`config.mk`:
```
export PLATFORM = sky130hd
export DESIGN_NAME = datapath
export DESIGN_NICKNAME = d
export VERILOG_FILES = /design/src/hdl/alu_pkg.sv /design/src/hdl/rv_pkg.sv /design/src/hdl/alu.sv /design/src/hdl/datapath.sv
export SDC_FILE = /design/constraint.sdc
export NUM_CORES = 2
export LEC_CHECK = 0
export BUFFER_PORTS_ARGS = -buffer_cell sky130_fd_sc_hd__buf_2
export CAP_MARGIN = 40
export CORE_MARGIN = 10
export CORE_UTILIZATION = 30
export DETAILED_ROUTE_END_ITERATION = 7
export PLACE_DENSITY = 0.48
export SLEW_MARGIN = 10
export SYNTH_ARGS = -nofsm -noshare
export SYNTH_HDL_FRONTEND = slang
export SYNTH_HIERARCHICAL = 1
export SYNTH_SLANG_ARGS = --single-unit
```
`constraint.sdc`:
```
create_clock -name clk -period 6.4 [get_ports clk]
set_clock_uncertainty 0.05 [all_clocks]
set_input_delay 0.64 -clock clk [delete_from_list [all_inputs] [get_ports clk]]
set_output_delay 0.64 -clock clk [all_outputs]
set_load 0.03 [all_outputs]
```
`src/hdl/alu_pkg.sv`:
```
`default_nettype none

package alu_pkg;

    typedef enum logic [3:0] {
        ALU_OP_ADD,
        ALU_OP_SUB,
        ALU_OP_AND,
        ALU_OP_OR,
        ALU_OP_XOR,
        ALU_OP_SLL,
        ALU_OP_SRL,
        ALU_OP_SRA,
        ALU_OP_SLT,
        ALU_OP_SLTU,
        ALU_OP_NONE
    } alu_op_e;

    // flag word layout {neg, zero, cout, ov}
    localparam int unsigned ALU_FLAG_NEG  = 3;
    localparam int unsigned ALU_FLAG_ZERO = 2;
    localparam int unsigned ALU_FLAG_COUT = 1;
    localparam int unsigned ALU_FLAG_OV   = 0;

endpackage

`default_nettype wire

```
`src/hdl/rv_pkg.sv`:
```
`default_nettype none

package rv_pkg;

    localparam logic [6:0] OP_R_TYPE   = 7'b0110011;
    localparam logic [6:0] OP_I_TYPE   = 7'b0010011;
    localparam logic [6:0] OP_I_TYPE_L = 7'b0000011; // loads
    localparam logic [6:0] OP_S_TYPE   = 7'b0100011;
    localparam logic [6:0] OP_B_TYPE   = 7'b1100011;
    localparam logic [6:0] OP_JALR     = 7'b1100111;
    localparam logic [6:0] OP_J_TYPE   = 7'b1101111; // jal

    localparam logic [31:0] IO_ADDR   = 32'h0000_0100;
    localparam int          MEM_WORDS = 256;

    typedef enum logic [2:0] {
        ALU_SRC_REG_1,
        ALU_SRC_REG_2,
        ALU_SRC_PC,
        ALU_SRC_EXT_IMM,
        ALU_SRC_4,
        ALU_SRC_NONE
    } alu_src_e;

    typedef enum logic [1:0] {RES_SRC_ALU_OUT, RES_SRC_MEM, RES_SRC_NONE} res_src_e;

    typedef enum logic [2:0] {
        IMM_SRC_NONE,
        IMM_SRC_ITYPE,
        IMM_SRC_ITYPE2, // shift amount
        IMM_SRC_STYPE,
        IMM_SRC_BTYPE,
        IMM_SRC_JTYPE
    } imm_src_e;

    typedef enum logic [2:0] {
        MEM_DT_NONE,
        MEM_DT_BYTE,
        MEM_DT_HALF,
        MEM_DT_WORD,
        MEM_DT_UBYTE,
        MEM_DT_UHALF
    } mem_dt_e;

    typedef union packed {
        struct packed {
            logic [6:0] funct7;
            logic [4:0] rs2;
            logic [4:0] rs1;
            logic [2:0] funct3;
            logic [4:0] rd;
            logic [6:0] op;
        } r;
        struct packed {
            logic [11:0] imm_hi;
            logic [4:0]  rs1;
            logic [2:0]  funct3;
            logic [4:0]  imm_lo; // rd slot on I-type
            logic [6:0]  op;
        } i;
    } instr_u;

endpackage

`default_nettype wire

```
`src/hdl/alu.sv`:
```
`timescale 1ns/1ps
`default_nettype none

module alu import alu_pkg::*; (
    input  wire [31:0]   a,
    input  wire [31:0]   b,
    input  wire alu_op_e op,
    output logic [31:0]  y,
    output logic [3:0]   flags
);
    logic        sub;
    logic [31:0] b_eff;
    logic [32:0] sum;
    logic        ov;

    assign sub   = (op == ALU_OP_SUB) || (op == ALU_OP_SLT) || (op == ALU_OP_SLTU);
    assign b_eff = sub ? ~b : b;
    assign sum   = {1'b0, a} + {1'b0, b_eff} + {32'b0, sub}; // a + ~b + 1 on compare
    assign ov    = (a[31] == b_eff[31]) && (sum[31] != a[31]);

    always_comb begin
        case (op)
        ALU_OP_ADD, ALU_OP_SUB: y = sum[31:0];
        ALU_OP_AND:  y = a & b;
        ALU_OP_OR:   y = a | b;
        ALU_OP_XOR:  y = a ^ b;
        ALU_OP_SLL:  y = a << b[4:0];
        ALU_OP_SRL:  y = a >> b[4:0];
        ALU_OP_SRA:  y = $signed(a) >>> b[4:0];
        ALU_OP_SLT:  y = {31'b0, sum[31] ^ ov};
        ALU_OP_SLTU: y = {31'b0, ~sum[32]};   // borrow
        default:     y = '0;
        endcase
    end

    assign flags[ALU_FLAG_NEG]  = y[31];
    assign flags[ALU_FLAG_ZERO] = (y == 32'd0);
    assign flags[ALU_FLAG_COUT] = sum[32];
    assign flags[ALU_FLAG_OV]   = ov;

endmodule

`default_nettype wire

```
`src/hdl/datapath.sv`:
```
`timescale 1ns/1ps
`default_nettype none

module datapath import alu_pkg::*, rv_pkg::*; (
    input  wire           clk,
    input  wire           rst,
    input  wire           rf_we,
    input  wire alu_src_e alu_src_a,
    input  wire alu_src_e alu_src_b,
    input  wire res_src_e res_src,
    input  wire imm_src_e imm_src,
    input  wire           rf_wd_src,
    input  wire alu_op_e  alu_ctrl,
    input  wire           en_ir,
    input  wire           en_npc_r,
    input  wire           m_addr_src,
    input  wire [31:0]    m_rdata,
    output instr_u        instr,
    output logic [3:0]    alu_flags,
    output logic [31:0]   m_addr,
    output logic [31:0]   m_wdata
);
    logic [31:0] pc;
    logic [31:0] old_pc;
    logic [31:0] rf [32];
    logic [31:0] rd1;
    logic [31:0] rd2;
    logic [31:0] a_r;
    logic [31:0] b_r;
    logic [31:0] imm_ext;
    logic [31:0] src_a;
    logic [31:0] src_b;
    logic [31:0] alu_y;
    logic [31:0] alu_out_r;
    logic [31:0] rf_wd;

    always_ff @(posedge clk or posedge rst) begin
        if (rst)
            pc <= '0;
        else if (en_ir)
            pc <= pc + 32'd4;
        else if (en_npc_r)
            pc <= {alu_out_r[31:1], 1'b0}; // jalr drops bit 0
    end

    always_ff @(posedge clk) begin
        if (en_ir) begin
            old_pc <= pc;
            instr  <= m_rdata;
        end
    end

    assign rd1 = (instr.r.rs1 == 5'd0) ? 32'd0 : rf[instr.r.rs1];
    assign rd2 = (instr.r.rs2 == 5'd0) ? 32'd0 : rf[instr.r.rs2];

    always_ff @(posedge clk) begin
        if (rf_we && instr.r.rd != 5'd0)
            rf[instr.r.rd] <= rf_wd;
        a_r       <= rd1;
        b_r       <= rd2;
        alu_out_r <= alu_y;
    end

    always_comb begin
        case (imm_src)
        IMM_SRC_ITYPE:  imm_ext = {{20{instr.i.imm_hi[11]}}, instr.i.imm_hi};
        IMM_SRC_ITYPE2: imm_ext = {27'd0, instr.i.imm_hi[4:0]};
        IMM_SRC_STYPE:  imm_ext = {{20{instr.i.imm_hi[11]}}, instr.i.imm_hi[11:5], instr.i.imm_lo};
        IMM_SRC_BTYPE:  imm_ext = {{20{instr.i.imm_hi[11]}}, instr.i.imm_lo[0],
                                   instr.i.imm_hi[10:5], instr.i.imm_lo[4:1], 1'b0};
        IMM_SRC_JTYPE:  imm_ext = {{12{instr.i.imm_hi[11]}}, instr.i.rs1, instr.i.funct3,
                                   instr.i.imm_hi[0], instr.i.imm_hi[10:1], 1'b0};
        default:        imm_ext = '0;
        endcase
    end

    assign src_a = (alu_src_a == ALU_SRC_REG_1) ? a_r :
                   (alu_src_a == ALU_SRC_PC)    ? old_pc : 32'd0;

    always_comb begin
        case (alu_src_b)
        ALU_SRC_REG_2:   src_b = b_r;
        ALU_SRC_EXT_IMM: src_b = imm_ext;
        ALU_SRC_4:       src_b = 32'd4;
        default:         src_b = '0;
        endcase
    end

    alu alu_i (
        .a     (src_a),
        .b     (src_b),
        .op    (alu_ctrl),
        .y     (alu_y),
        .flags (alu_flags)
    );

    assign rf_wd   = rf_wd_src ? alu_y :                         // old pc + 4
                     (res_src == RES_SRC_MEM) ? m_rdata : alu_out_r;
    assign m_addr  = m_addr_src ? alu_out_r : pc;
    assign m_wdata = b_r;

endmodule

`default_nettype wire

```
==> flow_metrics.tcl <==
set metrics [dict create \
    rsz0062_at_grt "no" \
    syn2layout_area_growth_pct 18.1 \
    max_freq_mhz 157 \
    holdCritPathClass "primary input to flip-flop" \
    fin_crit_sh 0.998 \
    worstReg2RegEnd "rf[29][29]$_DFFE_PP_" \
    reg2reg_depth 18 \
    initial_core_util 0.302 \
    hpwl_um 197000 \
    antenna_found_initial 23 \
    worst_slew_pin_slew_ns 0.947 \
    ant_nets 0 \
    cts_root_buffer "clkbuf_16" \
    synth_warnings 6 \
    grt_max_degree 96 \
    status "complete, no violations" \
    vdd.ir_drop.worst_v 0.000180 \
    core_sq_um 215000 \
    post-place-ws_ns -0.228 \
    startpoint "instr[11]$_DFFE_PP_" \
    ios 154 \
    portBuffers 153 \
    r2r_slack_ns 1.52 \
    die-area_sq_um 235000 \
    drv_cap 0 \
    synth.avg_cell_area_sq_um 14.3 \
    clock_latency_ns 0.81 \
    postSynthCellCount 4530 \
    synth_cell_types 97 \
    drv_slew 0 \
    wl_per_cell_um 35.8 \
    vias 46200 \
    vias_per_cell 5.86 \
    cts_buffers 139 \
    rows 170 \
    grt_pass1_vias 46100 \
    cts_tree "yes" \
    mostFrequentLayoutCells "edfxtp_1 (1087), mux2i_1 (594), buf_4 (392)" \
    finalCriticalPeriod_ns 6.39 \
    ys_seq_area_frac 0.544 \
    synthFlopType "edfxtp_1" \
    htreeDepth 4 \
    worst_setup_path_end_kind "output port" \
    cp.required_ns 5.71 \
    gp_congestion 1.00 \
    finalHoldViolCount 0 \
    setup_tns_ns 0 \
    dr.pass1.iters 6 \
    power_density_nw_per_um2 281 \
    die_width_um 485 \
    r2r_start "instr[7]$_DFFE_PP_" \
    synth_area_sq_um 64900 \
    fin_nets 5090 \
    async_flop_share 0.0255 \
    layout_commonest_cell "edfxtp_1" \
    startpoint_type "flip-flop" \
    cp-endpoint "alu_flags[2]" \
    cts_buffer_depth 3 \
    setup_viol_count_final 0 \
    drt-initial-drc-count 5186 \
    overflow 0 \
    synth_seq_cells 1214 \
    drcViolationCount 0 \
    drive_gt1_frac 0.280 \
    critPathKind "flip-flop to output port" \
    synth_edf_count 1087 \
    final_util 0.357 \
    wl_um 283000 \
    p_leak_uw 0.0271 \
    worst-endpoint-arrival_ns 5.70 \
    grtUsageTotal 0.232 \
    cts.sinks 1214 \
    relSlewSlack 0.368 \
    grt_pass1_wl_um 387000 \
    path_clk_slew_ns 0.06 \
    die_h_um 485 \
    worst_slack_ns 0.0133 \
    path_max_fanout 14 \
]
metal layers:
layer,wire [um],share of wire,global-route usage,vias up
met4,13500,0.048,0.0965,16
met2,133000,0.47,0.379,2092
met3,20100,0.071,0.0441,492
met5,217,0.00077,0.00408,-
met1,116000,0.41,0.300,24500
li1,-,-,-,19100
state kept, by name (all words and copies together) (netlist names):
signal / count
instr: 32
a_r: 32
alu_out_r: 32
old_pc: 31
pc: 31
rf: 1024
m_wdata: 32
worst max-delay path, stage by stage, from the launching register on:
cell and delay, ns:
edfxtp_1 0.65, a221oi_2 0.46, o31ai_4 0.12, buf_4 0.20, buf_4 0.23, nand3_1 0.42
o221ai_1 0.41, a31oi_1 0.37, o31ai_1 0.12, or4_1 0.51, nor4_1 0.33, buf_4 0.18
nand4_1 0.11, buf_4 0.20, nor4_4 0.33, clkbuf_4 0.27
Yosys cell counts (all sizes together), types with 11 or more instances:
| cell type | n | area, sq um |
|---|---|---|
| edfxtp | 1087 | 32600 |
| mux2i | 594 | 5950 |
| mux4 | 382 | 8610 |
| nand2 | 215 | 807 |
| buf | 210 | 1380 |
| nor2 | 181 | 684 |
| clkbuf | 164 | 621 |
| o21ai | 134 | 671 |
| a22oi | 128 | 961 |
| a21oi | 127 | 636 |
| ha | 99 | 1240 |
| dfxtp | 96 | 1920 |
| mux2 | 89 | 1000 |
| inv | 88 | 330 |
| o211ai | 85 | 638 |
| a22o | 72 | 631 |
| nand3 | 59 | 295 |
| nor3 | 55 | 275 |
| o22ai | 45 | 282 |
| xnor2 | 42 | 368 |
| nand4 | 41 | 257 |
| a211oi | 37 | 283 |
| a31oi | 34 | 213 |
| o21bai | 34 | 255 |
| dfrtp | 31 | 776 |
| nor2b | 31 | 194 |
| o221ai | 30 | 263 |
| a21o | 25 | 188 |
| nand2b | 21 | 131 |
| a221oi | 19 | 166 |
| and2 | 19 | 119 |
| and3 | 19 | 119 |
| o21a | 17 | 128 |
| or2 | 15 | 93.8 |
| a311oi | 14 | 123 |
| a2111oi | 12 | 105 |
| nor4 | 12 | 111 |
| o31ai | 12 | 90.1 |
| nand3b | 11 | 82.6 |
| o221a | 11 | 124 |
worst min-delay path by stage:
stage,depth (start not counted),endpoint,startpoint
global placement,2,pc[1]$_DFFE_PP0P_,alu_out_r[1]$_DFF_P_
CTS,1,instr[15]$_DFFE_PP_,m_rdata[15]
floorplan,0,old_pc[8]$_DFFE_PP_,pc[8]$_DFFE_PP0P_
detailed placement,2,pc[1]$_DFFE_PP0P_,alu_out_r[1]$_DFF_P_
finish,1,instr[11]$_DFFE_PP_,m_rdata[11]
global route,1,instr[15]$_DFFE_PP_,m_rdata[15]
report_power, final:
| part | total, uW | internal [uW] | leakage [uW] | switching [uW] |
|---|---|---|---|---|
| combinational | 4040 | 1410 | 0.0136 | 2630 |
| clock | 8020 | 4610 | 0.00223 | 3410 |
| sequential | 9470 | 9070 | 0.0113 | 398 |
| total | 21500 | 15100 | 0.0271 | 6440 |
layout make-up:
cell class,instances,area [sq um]
inverter,92,353
antenna,3,7.51
timing repair buffer,608,4830
clock inverter,62,692
tap,2838,3550
sequential,1214,35300
fill,20600,138000
clock buffer,193,3880
multi-input combinational,2881,28100
stage by stage:
step / power (uW) / instances / area (sq um) / hold WS [ns]
finish: 21500 / 7891 / 76700 / 0.0591
global route: 22200 / 7889 / 76700 / 0.0173
CTS: 21600 / 7883 / 76600 / 0.000321
detailed placement: 13600 / 7614 / 71800 / 0.399
global placement: 13600 / 7596 / 71600 / 0.396
floorplan: 11600 / 4561 / 65100 / 0.370
cells by family after synthesis:
logic type / Yosys count / share of synthesized area
simple gates: 726 / 0.0551
fa+ha+maj: 100 / 0.0194
flops: 1214 / 0.544
xor+xnor: 49 / 0.00661
buf+inv: 466 / 0.0361
other cells: 1 / 0.0000578
compound gates: 909 / 0.0988
mux: 1065 / 0.240
what timing repair did:
action | 4_1_cts | 5_1_grt
pin swaps | 0 | 1
hold buffers | 13 | 0
gates cloned | 0 | 0
endpoints found under the setup margin | 1 | 1
resized for setup | 5 | 21
endpoints found under the hold margin | 43 | 0
buffers inserted | 1 | 4
Power figures use the tool's default switching activity.
