--- src/hdl/alu_pkg.sv ---
`default_nettype none

package alu_pkg;

    typedef enum logic [3:0] {
        ALU_OP_ADD,
        ALU_OP_SUB,
        ALU_OP_AND,
        ALU_OP_OR,
        ALU_OP_XOR,
        ALU_OP_SLL,
        ALU_OP_SRL,
        ALU_OP_SRA,
        ALU_OP_SLT,
        ALU_OP_SLTU,
        ALU_OP_NONE
    } alu_op_e;

    // flag word layout {neg, zero, cout, ov}
    localparam int unsigned ALU_FLAG_NEG  = 3;
    localparam int unsigned ALU_FLAG_ZERO = 2;
    localparam int unsigned ALU_FLAG_COUT = 1;
    localparam int unsigned ALU_FLAG_OV   = 0;

endpackage

`default_nettype wire

--- src/hdl/rv_pkg.sv ---
`default_nettype none

package rv_pkg;

    localparam logic [6:0] OP_R_TYPE   = 7'b0110011;
    localparam logic [6:0] OP_I_TYPE   = 7'b0010011;
    localparam logic [6:0] OP_I_TYPE_L = 7'b0000011; // loads
    localparam logic [6:0] OP_S_TYPE   = 7'b0100011;
    localparam logic [6:0] OP_B_TYPE   = 7'b1100011;
    localparam logic [6:0] OP_JALR     = 7'b1100111;
    localparam logic [6:0] OP_J_TYPE   = 7'b1101111; // jal

    localparam logic [31:0] IO_ADDR   = 32'h0000_0100;
    localparam int          MEM_WORDS = 256;

    typedef enum logic [2:0] {
        ALU_SRC_REG_1,
        ALU_SRC_REG_2,
        ALU_SRC_PC,
        ALU_SRC_EXT_IMM,
        ALU_SRC_4,
        ALU_SRC_NONE
    } alu_src_e;

    typedef enum logic [1:0] {RES_SRC_ALU_OUT, RES_SRC_MEM, RES_SRC_NONE} res_src_e;

    typedef enum logic [2:0] {
        IMM_SRC_NONE,
        IMM_SRC_ITYPE,
        IMM_SRC_ITYPE2, // shift amount
        IMM_SRC_STYPE,
        IMM_SRC_BTYPE,
        IMM_SRC_JTYPE
    } imm_src_e;

    typedef enum logic [2:0] {
        MEM_DT_NONE,
        MEM_DT_BYTE,
        MEM_DT_HALF,
        MEM_DT_WORD,
        MEM_DT_UBYTE,
        MEM_DT_UHALF
    } mem_dt_e;

    typedef union packed {
        struct packed {
            logic [6:0] funct7;
            logic [4:0] rs2;
            logic [4:0] rs1;
            logic [2:0] funct3;
            logic [4:0] rd;
            logic [6:0] op;
        } r;
        struct packed {
            logic [11:0] imm_hi;
            logic [4:0]  rs1;
            logic [2:0]  funct3;
            logic [4:0]  imm_lo; // rd slot on I-type
            logic [6:0]  op;
        } i;
    } instr_u;

endpackage

`default_nettype wire

--- src/hdl/alu_dec.sv ---
`timescale 1ns/1ps
`default_nettype none

module alu_dec import alu_pkg::*, rv_pkg::*; (
    input  wire [6:0] op,
    input  wire [2:0] funct3,
    input  wire [6:0] funct7,
    output alu_op_e   alu_op
);
    logic is_r;
    logic is_i;

    assign is_r = (op == OP_R_TYPE);
    assign is_i = (op == OP_I_TYPE);

    always_comb begin
        alu_op = ALU_OP_NONE;
        if (op == OP_B_TYPE) begin
            alu_op = ALU_OP_SUB; // compare
        end else if (op == OP_I_TYPE_L || op == OP_S_TYPE || op == OP_JALR || op == OP_J_TYPE) begin
            alu_op = ALU_OP_ADD; // address or target
        end else if (is_r || is_i) begin
            case (funct3)
            3'b000:  alu_op = (is_r && funct7[5]) ? ALU_OP_SUB : ALU_OP_ADD;
            3'b001:  alu_op = ALU_OP_SLL;
            3'b010:  alu_op = ALU_OP_SLT;
            3'b011:  alu_op = ALU_OP_SLTU;
            3'b100:  alu_op = ALU_OP_XOR;
            3'b101:  alu_op = funct7[5] ? ALU_OP_SRA : ALU_OP_SRL; // srai keeps bit 30
            3'b110:  alu_op = ALU_OP_OR;
            default: alu_op = ALU_OP_AND;
            endcase
        end
    end

endmodule

`default_nettype wire

--- src/hdl/controller_multicycle.sv ---
`timescale 1ns/1ps
`default_nettype none

module controller_multicycle import alu_pkg::*, rv_pkg::*; (
    input  wire instr_u instr,
    input  wire [3:0]   alu_flags,
    output logic        rf_we,
    output logic        m_we,
    output alu_src_e    alu_src_a,
    output alu_src_e    alu_src_b,
    output res_src_e    res_src,
    output imm_src_e    imm_src,
    output logic        rf_wd_src,
    output alu_op_e     alu_ctrl,
    output mem_dt_e     dt,
    output logic        en_ir,
    output logic        en_npc_r,
    output logic        m_addr_src,
    output logic        trap,
    input  wire         clk,
    input  wire         rst
);
    typedef enum logic [3:0] {
        FETCH,
        DECODE,
        MEM_ADDR,
        MEM_READ,
        MEM_WRITE,
        MEM_W_RF,
        EXEC_R,
        ALU_W_RF,
        BRANCH,
        EXEC_I,
        ALU_W_PCN,
        ERROR
    } state_e;

    state_e     cs;
    state_e     ns;
    logic [6:0] op;
    logic [6:0] funct7;
    logic [2:0] funct3;
    logic       is_jump;
    logic       br_take;
    logic       lt_signed;
    imm_src_e   mem_imm;
    imm_src_e   exec_imm;
    mem_dt_e    mem_dt;
    alu_op_e    dec_op;

    assign op        = instr.r.op;
    assign funct7    = instr.r.funct7;
    assign funct3    = instr.r.funct3;
    assign is_jump   = (op == OP_JALR) || (op == OP_J_TYPE);
    assign rf_wd_src = is_jump; // link value
    assign trap      = (cs == ERROR);

    always_comb begin
        case (cs)
        FETCH: ns = DECODE;
        DECODE: begin
            case (op)
            OP_R_TYPE:                     ns = EXEC_R;
            OP_I_TYPE, OP_JALR, OP_J_TYPE: ns = EXEC_I;
            OP_I_TYPE_L, OP_S_TYPE:        ns = MEM_ADDR;
            OP_B_TYPE:                     ns = BRANCH;
            default:                       ns = ERROR;
            endcase
        end
        MEM_ADDR: ns = (op == OP_I_TYPE_L) ? MEM_READ : MEM_WRITE;
        MEM_READ: ns = MEM_W_RF;
        EXEC_R:   ns = ALU_W_RF;
        EXEC_I:   ns = is_jump ? ALU_W_PCN : ALU_W_RF;
        ERROR:    ns = ERROR;              // sticky
        default:  ns = FETCH;
        endcase
    end

    always_ff @(posedge clk or posedge rst) begin
        if (rst)
            cs <= FETCH;
        else
            cs <= ns;
    end

    assign lt_signed = alu_flags[ALU_FLAG_NEG] ^ alu_flags[ALU_FLAG_OV];

    always_comb begin
        case (funct3)
        3'b000:  br_take = alu_flags[ALU_FLAG_ZERO];  // beq
        3'b001:  br_take = ~alu_flags[ALU_FLAG_ZERO]; // bne
        3'b100:  br_take = lt_signed;
        3'b101:  br_take = ~lt_signed;
        3'b110:  br_take = ~alu_flags[ALU_FLAG_COUT]; // bltu
        3'b111:  br_take = alu_flags[ALU_FLAG_COUT];
        default: br_take = 1'b0;
        endcase
    end

    always_comb begin
        case (funct3)
        3'b000:  mem_dt = MEM_DT_BYTE;
        3'b001:  mem_dt = MEM_DT_HALF;
        3'b010:  mem_dt = MEM_DT_WORD;
        3'b100:  mem_dt = MEM_DT_UBYTE;
        3'b101:  mem_dt = MEM_DT_UHALF;
        default: mem_dt = MEM_DT_NONE;
        endcase
    end

    assign mem_imm = (op == OP_I_TYPE_L) ? IMM_SRC_ITYPE : IMM_SRC_STYPE;

    always_comb begin
        if (op == OP_J_TYPE)
            exec_imm = IMM_SRC_JTYPE;
        else if (op == OP_I_TYPE && funct3[1:0] == 2'b01)
            exec_imm = IMM_SRC_ITYPE2; // slli, srli, srai
        else
            exec_imm = IMM_SRC_ITYPE;
    end

    alu_dec alu_dec_i (
        .op     (op),
        .funct3 (funct3),
        .funct7 (funct7),
        .alu_op (dec_op)
    );

    always_comb begin
        rf_we      = 1'b0;
        m_we       = 1'b0;
        alu_src_a  = ALU_SRC_NONE;
        alu_src_b  = ALU_SRC_NONE;
        res_src    = RES_SRC_NONE;
        imm_src    = IMM_SRC_NONE;
        alu_ctrl   = ALU_OP_ADD;
        dt         = MEM_DT_NONE;
        en_ir      = 1'b0;
        en_npc_r   = 1'b0;
        m_addr_src = 1'b0;
        case (cs)
        FETCH: begin
            en_ir = 1'b1;
            dt    = MEM_DT_WORD;
        end
        DECODE: begin
            // branch target from the old PC for BRANCH
            alu_src_a = ALU_SRC_PC;
            alu_src_b = ALU_SRC_EXT_IMM;
            imm_src   = IMM_SRC_BTYPE;
        end
        MEM_ADDR, MEM_READ, MEM_WRITE, MEM_W_RF: begin
            alu_src_a  = ALU_SRC_REG_1;
            alu_src_b  = ALU_SRC_EXT_IMM; // address held in ALU-out
            imm_src    = mem_imm;
            dt         = mem_dt;
            m_addr_src = (cs != MEM_ADDR);
            m_we       = (cs == MEM_WRITE);
            rf_we      = (cs == MEM_W_RF);
            res_src    = (cs == MEM_W_RF) ? RES_SRC_MEM : RES_SRC_NONE;
        end
        EXEC_R: begin
            alu_src_a = ALU_SRC_REG_1;
            alu_src_b = ALU_SRC_REG_2;
            alu_ctrl  = dec_op;
        end
        EXEC_I: begin
            alu_src_a = (op == OP_J_TYPE) ? ALU_SRC_PC : ALU_SRC_REG_1;
            alu_src_b = ALU_SRC_EXT_IMM;
            imm_src   = exec_imm;
            alu_ctrl  = dec_op;
        end
        ALU_W_RF: begin
            rf_we    = 1'b1;
            res_src  = RES_SRC_ALU_OUT;
            alu_ctrl = ALU_OP_NONE;
        end
        ALU_W_PCN: begin
            rf_we     = 1'b1;
            res_src   = RES_SRC_ALU_OUT;
            alu_src_a = ALU_SRC_PC;   // old pc + 4
            alu_src_b = ALU_SRC_4;
            en_npc_r  = 1'b1;
        end
        BRANCH: begin
            alu_src_a = ALU_SRC_REG_1;
            alu_src_b = ALU_SRC_REG_2;
            alu_ctrl  = dec_op;
            en_npc_r  = br_take;
        end
        default: alu_ctrl = ALU_OP_NONE;
        endcase
    end

endmodule

`default_nettype wire

--- config.mk ---
export PLATFORM = sky130hd
export DESIGN_NAME = controller_multicycle
export DESIGN_NICKNAME = d
export VERILOG_FILES = /design/src/hdl/alu_pkg.sv /design/src/hdl/rv_pkg.sv /design/src/hdl/alu_dec.sv /design/src/hdl/controller_multicycle.sv
export SDC_FILE = /design/constraint.sdc
export NUM_CORES = 1
export LEC_CHECK = 0
export BUFFER_PORTS_ARGS = -buffer_cell sky130_fd_sc_hd__buf_2
export CAP_MARGIN = 20
export CORE_AREA = 5 5 57 59
export DETAILED_ROUTE_END_ITERATION = 8
export DIE_AREA = 0 0 62 64
export MAX_ROUTING_LAYER = met4
export PLACE_DENSITY = 0.68
export SYNTH_ARGS = -nofsm -noshare
export SYNTH_HDL_FRONTEND = slang
export SYNTH_HIERARCHICAL = 1
export SYNTH_SLANG_ARGS = --single-unit
--- constraint.sdc ---
create_clock -name clk -period 1.7 [get_ports clk]
set_clock_uncertainty 0.1 [all_clocks]
set_input_delay 0 -clock clk [delete_from_list [all_inputs] [get_ports clk]]
set_output_delay 0 -clock clk [all_outputs]
set_load 0.02 [all_outputs]
==> results of run 1 <==
==> through the flow <==
stage	utilization (%)	worst slack, ns	cell area [µm²]
after CTS	47.1	0.000860	1250
after detailed placement	44.2	0.125	1180
after global placement	44.2	0.183	1180
after global routing	51.0	-0.0489	1360
final	51.0	0.0385	1360
after floorplan	-	-0.0935	910
==> layer usage <==
metal  vias up  part of all wire (%)  routed length, µm  global-route usage, %
met5         -                     0                  0                      -
met4         0                  0.38                 12                   2.39
met3         2                   6.3                199                   2.41
met2        41                    51               1630                   25.8
met1       561                    42               1330                   20.1
li1        595                     -                  -                      -
==> what timing repair did <==
action | 4_1_cts | 5_1_grt
pin swaps | 1 | 2
cloned | 0 | 0
hold endpoints to repair | 4 | 0
setup endpoints to repair | 5 | 12
hold buffers | 1 | 0
resized for setup | 6 | 20
setup buffers | 5 | 6
==> kinds of logic after synthesis <==
kind of cell    Yosys count
xor+xnor                  4
compound gates           44
buf+inv                  15
flops                     4
simple gates             63
==> cell type report <==
type                       count  area, µm²  area share [%]
clock buffer                   3       22.5            1.66
sequential                     4        105            7.73
tap                           31       38.8            2.85
timing repair buffer          62        385            28.4
inverter                       7       28.8            2.12
multi-input combinational    111        778            57.3
==> layout by cell type, fill, tap and decap left out, types with 4 or more instances in the layout <==
master     n
o21ai_0    9
buf_2     36
nor2_1    11
buf_4     23
nand2_1    8
xnor2_1    4
inv_1      4
nor2b_1    4
a21oi_1    9
nand2b_1   7
nand3_1    5
nor3_1     4
dfrtp_2    4
==> critical path: cells and delay by family, from the launching register on <==
family,cells,cell delay (ns)
simple gates,3,0.43
compound gates,2,0.16
buf+inv,2,0.26
flops,1,0.46
==> power by group <==
group          leakage, nW  switching [mW]  internal [mW]  total [mW]
logic                0.554            1.12          0.864        1.99
registers           0.0448          0.0985          0.149       0.247
clock network       0.0138          0.0383         0.0789       0.117
==> how the worst max path moves through the flow <==
stage / to / slack, ns / depth (start not counted)
after floorplan: alu_src_a[2] / -0.09 / 8
after global placement: alu_src_a[2] / 0.18 / 7
after detailed placement: alu_src_a[2] / 0.13 / 7
after CTS: alu_src_a[2] / 0.0009 / 7
after global routing: alu_src_a[2] / -0.05 / 7
final: alu_src_a[2] / 0.04 / 7
==> results.md, run 1 <==
* Placed cells at 203
* Outcome: finished, final reports clean
* Tmin final at 1.66 ns
* Cells along the critical path: nor2_4, nand3_2, inv_1, a21oi_1, o21ai_1, and2_2, buf_2
* Final Slew Violations at 0
* Initial Util at between 30% and 40%
* Worst path required time at 1.60 ns
* Startpoint Class: register
* Total negative setup slack at 0 ns
* Maximum root-to-sink buffer count at 2
* RSZ-0062 raised after global routing: true
* Synth Cell Area at 908 µm²
* Main combinational cell family by area after synthesis: simple AND/OR/NAND/NOR gates
* Drt first pass iters at 4
* Filler Cell Count at approximately 280
* Pwr/cell area at 1730 nW/µm²
* Mux contribution to synthesized area at 0%
* EDFF count, synth at 0
* Synth Area in Adders at 0%
* Most flop-heavy register: cs
* ANT nets after route at 0
* Area Overhead vs Synth at 49.6%
* Antenna diodes at 0
* Number of remaining DRC errors at 0
* Slew HR at slightly below 70%
* Beginning of the worst register-to-register path: cs[1]
* CTS root buf: clkbuf_4
* Number of library cell types mapped by synthesis at about 50
* Arr. time, crit path at about 1.6 ns
* Post-Synth XOR/XNOR Area at under 10%
* Post-synthesis simple-gate area fraction at 43.1%
* Area leader, netlist: dfrtp_1
* Die area at 3970 µm²
* IR drop worst, VDD at between 0.001 and 0.0015 V
* Pin count of the biggest net entering global routing at 13
* GPL Wtd Cong at between 0.8 and 0.9
* Number of H-tree levels at 1
* Slowest CP cell: dfrtp_2
* CTS sink count at 4
* Top_reg_cell synth: dfrtp_1
* Final hold vios at 0
* Clk_lat worst skew at 0.24 ns
* Vias post-DR at ~1200
* F_max at ~600 MHz
* Crit-path max FO at 7
* Post-synthesis sequential area ratio at between 10% and 20%
* Max Cap Viol at 0
* DP HPWL at ~2400 µm
* Nets at 227
* FFs w/ async S/R, synth at 100%
* Count leader, synth: nor2_1
* Synth top area cells: dfrtp_1, o21ai_0, nor2_1
* Worst path max stage delay at approximately 0.46 ns
* Port bufs at 41
* Clock transition at path regs at around 0.040 ns
* Total CTS buffers at 3
* FF+latch count, synth at 4
* Share of cells above drive strength 1 at between 50% and 60%
* CTS tree: built
* FF-to-FF End: cs[2]
* WL per Instance at approximately 15 µm
* Worst hold margin at between 0.08 and 0.09 ns
* Post-synth top cells: nor2_1, o21ai_0, nand2_1
* Vias in the first global route at ~1100
* Drt first-iter violations at 46
* Max reg flops at 4
* P_leak at 0.612 nW
* First-pass GRT wire length at roughly 4800 µm
* Endpoint class of the critical path: output pin
* GR Util All Layers at 15.6%
* Post-Syn Nets at about 170
* I/O pins at 63
* Worst-case reg-to-reg path depth at 4
* Gate Count Post-Synth at 130
* Row cnt at 19
* CP Class: reg2out
* Ys Warns at 6
* Slew @ Worst Pin at about 0.46 ns
* Vias per cell at between 5 and 6
* Core Region at about 2700 µm²
* Share of the synthesized area in the top cell type at between 10 and 15%
* Die width at ~62 µm
* Final setup viols at 0
* CP Launch Point: cs[3]
* Final worst-path cycle share at 97.7%
* WL final at 3170 µm
* Synth Area in Compound Gates at 34.2%
* Syn avg cell area at around 7.0 µm²
* Regs by FF count: cs: 4 flops
* Tot Pwr at between 2 and 2.5 mW
* Total global routing overflow at 0
* Die height at between 60 and 70 µm
* R2R setup slack at approximately 0.16 ns
* Antenna violations before repair at 0
* Tightest Hold Check Type: in2async
* Final non-filler cell total at 218
Note: power is estimated with default switching activity, not from simulation.
==> run 2: changes to the inputs <==
--- a/config.mk
+++ b/config.mk
@@ -6,13 +6,12 @@
 export NUM_CORES = 1
 export LEC_CHECK = 0
 export BUFFER_PORTS_ARGS = -buffer_cell sky130_fd_sc_hd__buf_2
-export CAP_MARGIN = 20
-export CORE_AREA = 5 5 57 59
+export CAP_MARGIN = 10
+export CORE_AREA = 5 5 54 56
 export DETAILED_ROUTE_END_ITERATION = 8
-export DIE_AREA = 0 0 62 64
+export DIE_AREA = 0 0 59 61
 export MAX_ROUTING_LAYER = met4
-export PLACE_DENSITY = 0.68
+export PLACE_DENSITY = 0.71
 export SYNTH_ARGS = -nofsm -noshare
 export SYNTH_HDL_FRONTEND = slang
-export SYNTH_HIERARCHICAL = 1
 export SYNTH_SLANG_ARGS = --single-unit
==> run 2 against run 1 <==
Effect of this change: the flow now finishes with violations (setup timing); global-route usage increased by 1.8 points; count of clock-buffer cells in the layout unchanged; critical path depth shrank 2; sequential power shrank 7%.
==> results.md, run 2 <==
* Outcome: finished, violations left
* Violated checks: setup timing
* Tot Pwr at 2.21 mW (-6.0%)
* GR Util All Layers at 17.4% (+1.8 points)
* Port bufs at 41 (unchanged)
* FF+latch count, synth at 4 (unchanged)
* Maximum root-to-sink buffer count at 2 (unchanged)
* Clk_lat worst skew at 0.24 ns (about the same)
* Pwr/cell area at 1790 nW/µm² (+3.7%)
* Total negative setup slack at -0.0108 ns (-0.0108 ns)
* Drt first-iter violations at 32 (-30%)
* Crit-path max FO at 6 (-1)
* Max Cap Viol at 0 (unchanged)
* Number of library cell types mapped by synthesis at 42 (-14%)
* Gate Count Post-Synth at 124 (-4.6%)
* Slew HR at 67.4% (-1.3 points)
* Worst path max stage delay at 0.45 ns (about the same)
* Tightest Hold Check Type: in2reg
* Antenna violations before repair at 0 (unchanged)
* EDFF count, synth at 0 (unchanged)
* Ys Warns at 0 (-6)
* Cells along the critical path: buf_2, buf_4, a21oi_2, o41ai_2, buf_4
* Post-Syn Nets at 162 (-3.6%)
* Count leader, synth: nor2_1
* Initial Util at 33.6% (-0.52 points)
* Tmin final at 1.71 ns (+0.0452 ns)
* DP HPWL at 2240 µm (-5.8%)
* Drt first pass iters at 4 (unchanged)
* Most flop-heavy register: cs
* WL per Instance at 14.9 µm (+2.3%)
* Clock transition at path regs at 0.04 ns (about the same)
* ANT nets after route at 0 (unchanged)
* Antenna diodes at 0 (unchanged)
* Leading cell types in the layout, fill and taps excluded: buf_2, buf_4, nor2_1
* GPL Wtd Cong at 0.914 (+7.9%)
* F_max at 586 MHz (-2.6%)
* P_leak at 0.596 nW (-2.7%)
* Die width at 59 µm (-4.8%)
* Regs by FF count: cs: 4 flops
* CTS tree: built
* Vias per cell at 5.46 (-0.67%)
* Row cnt at 18 (-1)
* Dpl ws at 0.0944 ns (-0.0306 ns)
* Multi-input gate area at 671 µm² (-14%)
* Endpoint class of the critical path: output pin
* Final non-filler cell total at 203 (-6.9%)
* Placed cells at 194 (-4.4%)
* Worst path required time at 1.60 ns (about the same)
* CP most frequent cell: buf_4
* Total CTS buffers at 3 (unchanged)
* Vias in the first global route at 1081 (-1.9%)
* Register Area at 104 µm² (-1.2%)
* Top_reg_cell synth: dfrtp_1
* First-pass GRT wire length at 4670 µm (-3.4%)
* Final setup viols at 2 (+2)
* Post-route setup slack at -0.00663 ns (-0.0452 ns)
* I/O pins at 63 (unchanged)
* Post-synthesis sequential area ratio at 12.5% (+1.5 points)
* Number of H-tree levels at 1 (unchanged)
* CTS sink count at 4 (unchanged)
* Syn avg cell area at 6.47 µm² (-7.4%)
* Cell family with most CP delay: buffers and inverters
* Number of remaining DRC errors at 0 (unchanged)
* FFs w/ async S/R, synth at 100% (unchanged)
* Synth top area cells: dfrtp_1, nor2_1, a21oi_1
* WL final at 3030 µm (-4.7%)
* Synth Cell Area at 802 µm² (-12%)
* Core Region at 2390 µm² (-10%)
* Pin count of the biggest net entering global routing at 14 (+1)
* Slew @ Worst Pin at 0.486 ns (+0.0221 ns)
* Filler Cell Count at 250 (-10%)
* Commonest non-fill, non-tap cell in the layout: buf_2
* CTS root buf: clkbuf_4
* RSZ-0062 raised after global routing: true
* Startpoint Class: register
* Post-synth top cells: nor2_1, a21oi_1, nand2_1
* Vias post-DR at 1109 (-7.5%)
* IR drop worst, VDD at 0.000938 V (-24%)
* CP Class: reg2out
* Die height at 61 µm (-4.7%)
* Final worst-path cycle share at 100% (+2.7 points)
* Final hold vios at 0 (unchanged)
* WP buf/inv at 3 (+1)
* Arr. time, crit path at 1.61 ns (+0.05 ns)
* Final Slew Violations at 0 (unchanged)
* Nets at 213 (-6.2%)
* Area Overhead vs Synth at 53.5%
* Die area at 3600 µm² (-9.3%)
* Slowest CP cell: dfrtp_2
* Share of cells above drive strength 1 at 45.1% (-5.2 points)
* Area leader, netlist: dfrtp_1
* Share of the synthesized area in the top cell type at 12.5% (+1.5 points)
* Max reg flops at 4 (unchanged)
* Total global routing overflow at 0 (unchanged)
==> run 2: worst paths after layout <==
path	start	endpoint	slack [ns]	cells past startpoint
max in group asynchronous	rst	cs[3]	1.26	3
min reg2reg	cs[3]	cs[1]	0.63	2
max	cs[3]	alu_ctrl[1]	-0.007	5
max reg2reg	cs[1]	cs[0]	0.22	4
min in group asynchronous	rst	cs[2]	0.07	3
min	instr[4]	cs[2]	0.04	3
==> run 2: cell families (layout without fill, tap and decap cells) <==
family | Yosys count | after routing | share of synthesized area (%)
buf+inv | 19 | 68 | 10.6
compound gates | 37 | 37 | 31.8
fa+ha+maj | 1 | 1 | 1.25
xor+xnor | 4 | 4 | 4.37
flops | 4 | 4 | 12.5
simple gates | 59 | 59 | 39.5
==> run 2: worst reg2reg max path, cell delays in order (launching register included) <==
cell      delay [ns]
dfrtp_2         0.44
nand2b_2        0.22
buf_4           0.15
o311ai_1        0.30
nand3_1         0.12
==> run 2: final cells by class <==
class / instances / area share [%]
multi-input combinational: 101 / 54.5
timing repair buffer: 59 / 30.4
sequential: 4 / 8.43
tap: 30 / 3.05
clock buffer: 3 / 1.83
inverter: 6 / 1.83
==> run 2: what timing repair did <==
| action | 4_1_cts | 5_1_grt |
|---|---|---|
| setup buffers | 1 | 4 |
| pin swaps | 1 | 5 |
| resized for setup | 8 | 14 |
| hold buffers | 1 | 0 |
| endpoints found under the hold margin | 4 | 0 |
| setup endpoints to repair | 12 | 15 |
==> run 2: metal layers <==
metal | GRT usage (%) | wire length [µm] | vias up
li1 | - | - | 549
met1 | 19.7 | 1310 | 502
met2 | 29.7 | 1470 | 47
met3 | 2.13 | 135 | 11
met4 | 10.0 | 109 | 0
met5 | - | 0 | -
==> run 2: stage by stage <==
step,hold WS (ns),area [µm²],utilization [%]
after floorplan,-0.334,802,-
after CTS,0.0336,1150,48.2
after detailed placement,-0.221,1080,45.4
after global routing,0.0731,1230,51.6
after global placement,-0.228,1080,45.4
final,0.0368,1230,51.6
==> run 2: where the power goes <==
part / switching [mW] / total [mW] / internal [mW]
sequential: 0.0833 / 0.229 / 0.146
clock: 0.0432 / 0.122 / 0.0792
combinational: 1.07 / 1.86 / 0.785
total: 1.20 / 2.21 / 1.01
==> run 3: changes to the inputs <==
--- a/config.mk
+++ b/config.mk
@@ -11,7 +11,7 @@
 export DETAILED_ROUTE_END_ITERATION = 8
 export DIE_AREA = 0 0 59 61
 export MAX_ROUTING_LAYER = met4
-export PLACE_DENSITY = 0.71
+export PLACE_DENSITY = 0.74
 export SYNTH_ARGS = -nofsm -noshare
 export SYNTH_HDL_FRONTEND = slang
 export SYNTH_SLANG_ARGS = --single-unit
==> constraint.sdc (replaced) <==
create_clock -name clk -period 1.5 [get_ports clk]
set_clock_uncertainty 0.1 [all_clocks]
set_input_delay 0 -clock clk [delete_from_list [all_inputs] [get_ports clk]]
set_output_delay 0 -clock clk [all_outputs]
set_load 0.02 [all_outputs]
==> run 3 against run 2 <==
Effect of this change: the run still ends with setup timing left; sequential power rose by 26%; sequential share of layout area fell by 2.0 points; worst setup slack got worse by 0.20 ns; global-route usage rose by 1.4 points; core utilization rose by 17 points; hold slack got worse by 0.025 ns; final area rose by 33%; flip-flop and latch count did not move; critical endpoint is now alu_src_b[2]; largest cell class unchanged; largest power group unchanged.
==> results.md, run 3 (synthesis results as in run 2) <==
* Internal power at 1.85 mW (+83%)
* Violated checks: setup timing
* Outcome: finished, violations left
* Row cnt at 18 (unchanged)
* First-pass GRT wire length at 5110 µm (+9.4%)
* Total CTS buffers at 3 (unchanged)
* P_leak at 0.744 nW (+25%)
* Clock Power Share at 4.0% (-1.5 points)
* Core Region at 2390 µm² (unchanged)
* Final worst-path cycle share at 114%
* Antenna violations before repair at 0 (unchanged)
* Leading cell types in the layout, fill and taps excluded: buf_6, buf_4, buf_2
* Tmin final at ~1.7 ns
* Max reg flops at 4 (unchanged)
* Post-route setup slack at -0.206 ns (-0.199 ns)
* Share of cells above drive strength 1 at 63.5% (+18 points)
* Nets at 229 (+7.5%)
* Most flop-heavy register: cs
* Clock transition at path regs at 0.04 ns (about the same)
* Beginning of the worst register-to-register path: cs[2]
* Comb pwr share at 88.1% (+4.0 points)
* ANT nets after route at 0 (unchanged)
* Total global routing overflow at 0 (unchanged)
* Min-Delay Path Depth at 3 (unchanged)
* Seq pwr share at 7.9% (-2.5 points)
* Antenna diodes at 0 (unchanged)
* Slew HR at 60.3% (-7.1 points)
* Regs by FF count: cs: 4 flops
* Total negative setup slack at -1.94 ns (-1.93 ns)
* Worst-case reg-to-reg path depth at 5 (+1)
* Endpoint class of the critical path: output pin
* Final hold vios at 0 (unchanged)
* Worst hold margin at 0.0116 ns (-0.0252 ns)
* Max Cap Viol at 0 (unchanged)
* Arr. time, crit path at 1.61 ns (about the same)
* Number of H-tree levels at 1 (unchanged)
* FF-to-FF End: cs[1]
* Vias per cell at 5.60 (+2.5%)
* Die area at 3600 µm² (unchanged)
* CTS root buf: clkbuf_4
* Startpoint Class: register
* R2R setup slack at -0.12 ns (-0.34 ns)
* Tot Pwr at 3.66 mW (+66%)
* Worst path required time at 1.40 ns (-0.20 ns)
* Number of remaining DRC errors at 0 (unchanged)
* Dpl ws at -0.0239 ns (-0.118 ns)
* Drt first pass iters at 4 (unchanged)
* P_sw at 1.81 mW (+51%)
* CP Class: reg2out
* Vias in the first global route at 1155 (+6.8%)
* RSZ-0062 raised after global routing: true
* Tightest Hold Check Type: in2reg
* Commonest non-fill, non-tap cell in the layout: buf_6
* Sw Share at 49.5% (-4.8 points)
* GR Util All Layers at 18.8% (+1.4 points)
* Port bufs at 41 (unchanged)
* Final setup viols at 23 (+21)
* Area Overhead vs Synth at 104%
* WL final at 3740 µm (+23%)
* Vias post-DR at 1226 (+11%)
* GPL Wtd Cong at 0.943 (+3.2%)
* Hold Path End: cs[2]
* I/O pins at 63 (unchanged)
* IR drop worst, VDD at 0.00156 V (+66%)
* Final Slew Violations at 0 (unchanged)
* CTS tree: built
* Drt first-iter violations at 56 (+75%)
* Pin count of the biggest net entering global routing at 12 (-2)
* Die width at 59 µm (unchanged)
* Die height at 61 µm (unchanged)
* Hold path start: instr[4]
* Pwr/cell area at 2230 nW/µm² (+24%)
* Clk_lat worst skew at 0.25 ns (about the same)
* WL per Instance at 17.1 µm (+14%)
* Maximum root-to-sink buffer count at 2 (unchanged)
* DP HPWL at 2250 µm (+0.29%)
* Crit-path max FO at 6 (unchanged)
* Initial Util at 33.6% (unchanged)
* Slew @ Worst Pin at 0.592 ns (+0.106 ns)
* F_max at slightly below 600 MHz
* CTS sink count at 4 (unchanged)
run 3: cell types whose count changed in the layout (fill, tap and decap cells not counted), moves of 2 or more:
cell	change
buf_6	+24
buf_2	-16
buf_4	+9
nand2_1	-5
nor2_1	-5
nand2_2	+4
nand2b_4	+4
nand2b_1	-3
nor2_2	+3
a211oi_1	-2
a21oi_4	+2
nor2_4	+2
run 3: cell type report:
cell class | count | area [µm²]
tap | 30 | 37.5
multi-input combinational | 101 | 838
inverter | 6 | 22.5
sequential | 4 | 105
clock buffer | 3 | 22.5
fill | 176 | 749
timing repair buffer | 75 | 612
run 3: layer usage:
| layer | track usage, % | vias up | share of wire [%] | routed length, µm |
|---|---|---|---|---|
| li1 | - | 577 | - | - |
| met1 | 21.5 | 566 | 38 | 1430 |
| met2 | 30.8 | 64 | 51 | 1910 |
| met3 | 5.32 | 19 | 7.3 | 274 |
| met4 | 8.09 | 0 | 3.1 | 115 |
| met5 | - | - | 0 | 0 |
run 3: what timing repair did:
| action | in CTS | in global routing |
|---|---|---|
| gates resized for setup | 38 | 51 |
| pin swaps | 10 | 10 |
| setup buffers | 8 | 4 |
| hold buffers | 1 | 0 |
| endpoints found under the hold margin | 4 | 0 |
| setup endpoints to repair | 19 | 25 |
run 3: stage by stage:
stage / util, % / cell area [µm²] / std cells
3_3_place_gp: 49.8 / 1190 / 205
3_5_place_dp: 49.8 / 1190 / 205
6_report: 68.6 / 1640 / 219
4_1_cts: 59.2 / 1410 / 216
2_1_floorplan: - / 836 / 124
5_1_grt: 68.6 / 1640 / 219
run 3: how the worst max path moves through the flow:
stage | from | end | slack (ns)
final | cs[3] | alu_src_b[2] | -0.21
after CTS | cs[3] | alu_src_b[2] | -0.14
after detailed placement | cs[2] | dt[0] | -0.02
after global routing | cs[3] | imm_src[1] | -0.23
after floorplan | cs[2] | alu_ctrl[1] | -0.12
after global placement | cs[2] | imm_src[1] | 0.005
run 3: power groups by stage:
stage	combinational, mW	clock (mW)	sequential [mW]
6_report	3.22	0.146	0.288
5_1_grt	3.36	0.153	0.296
4_1_cts	2.50	0.141	0.255
3_5_place_dp	2.02	0	0.230
3_3_place_gp	1.98	0	0.233
2_1_floorplan	1.27	0	0.193
run 3: critical path, stage by stage (launching register included):
cell	delay, ns
dfrtp_2	0.47
buf_6	0.15
buf_6	0.11
a21o_1	0.16
a221o_1	0.33
buf_6	0.15
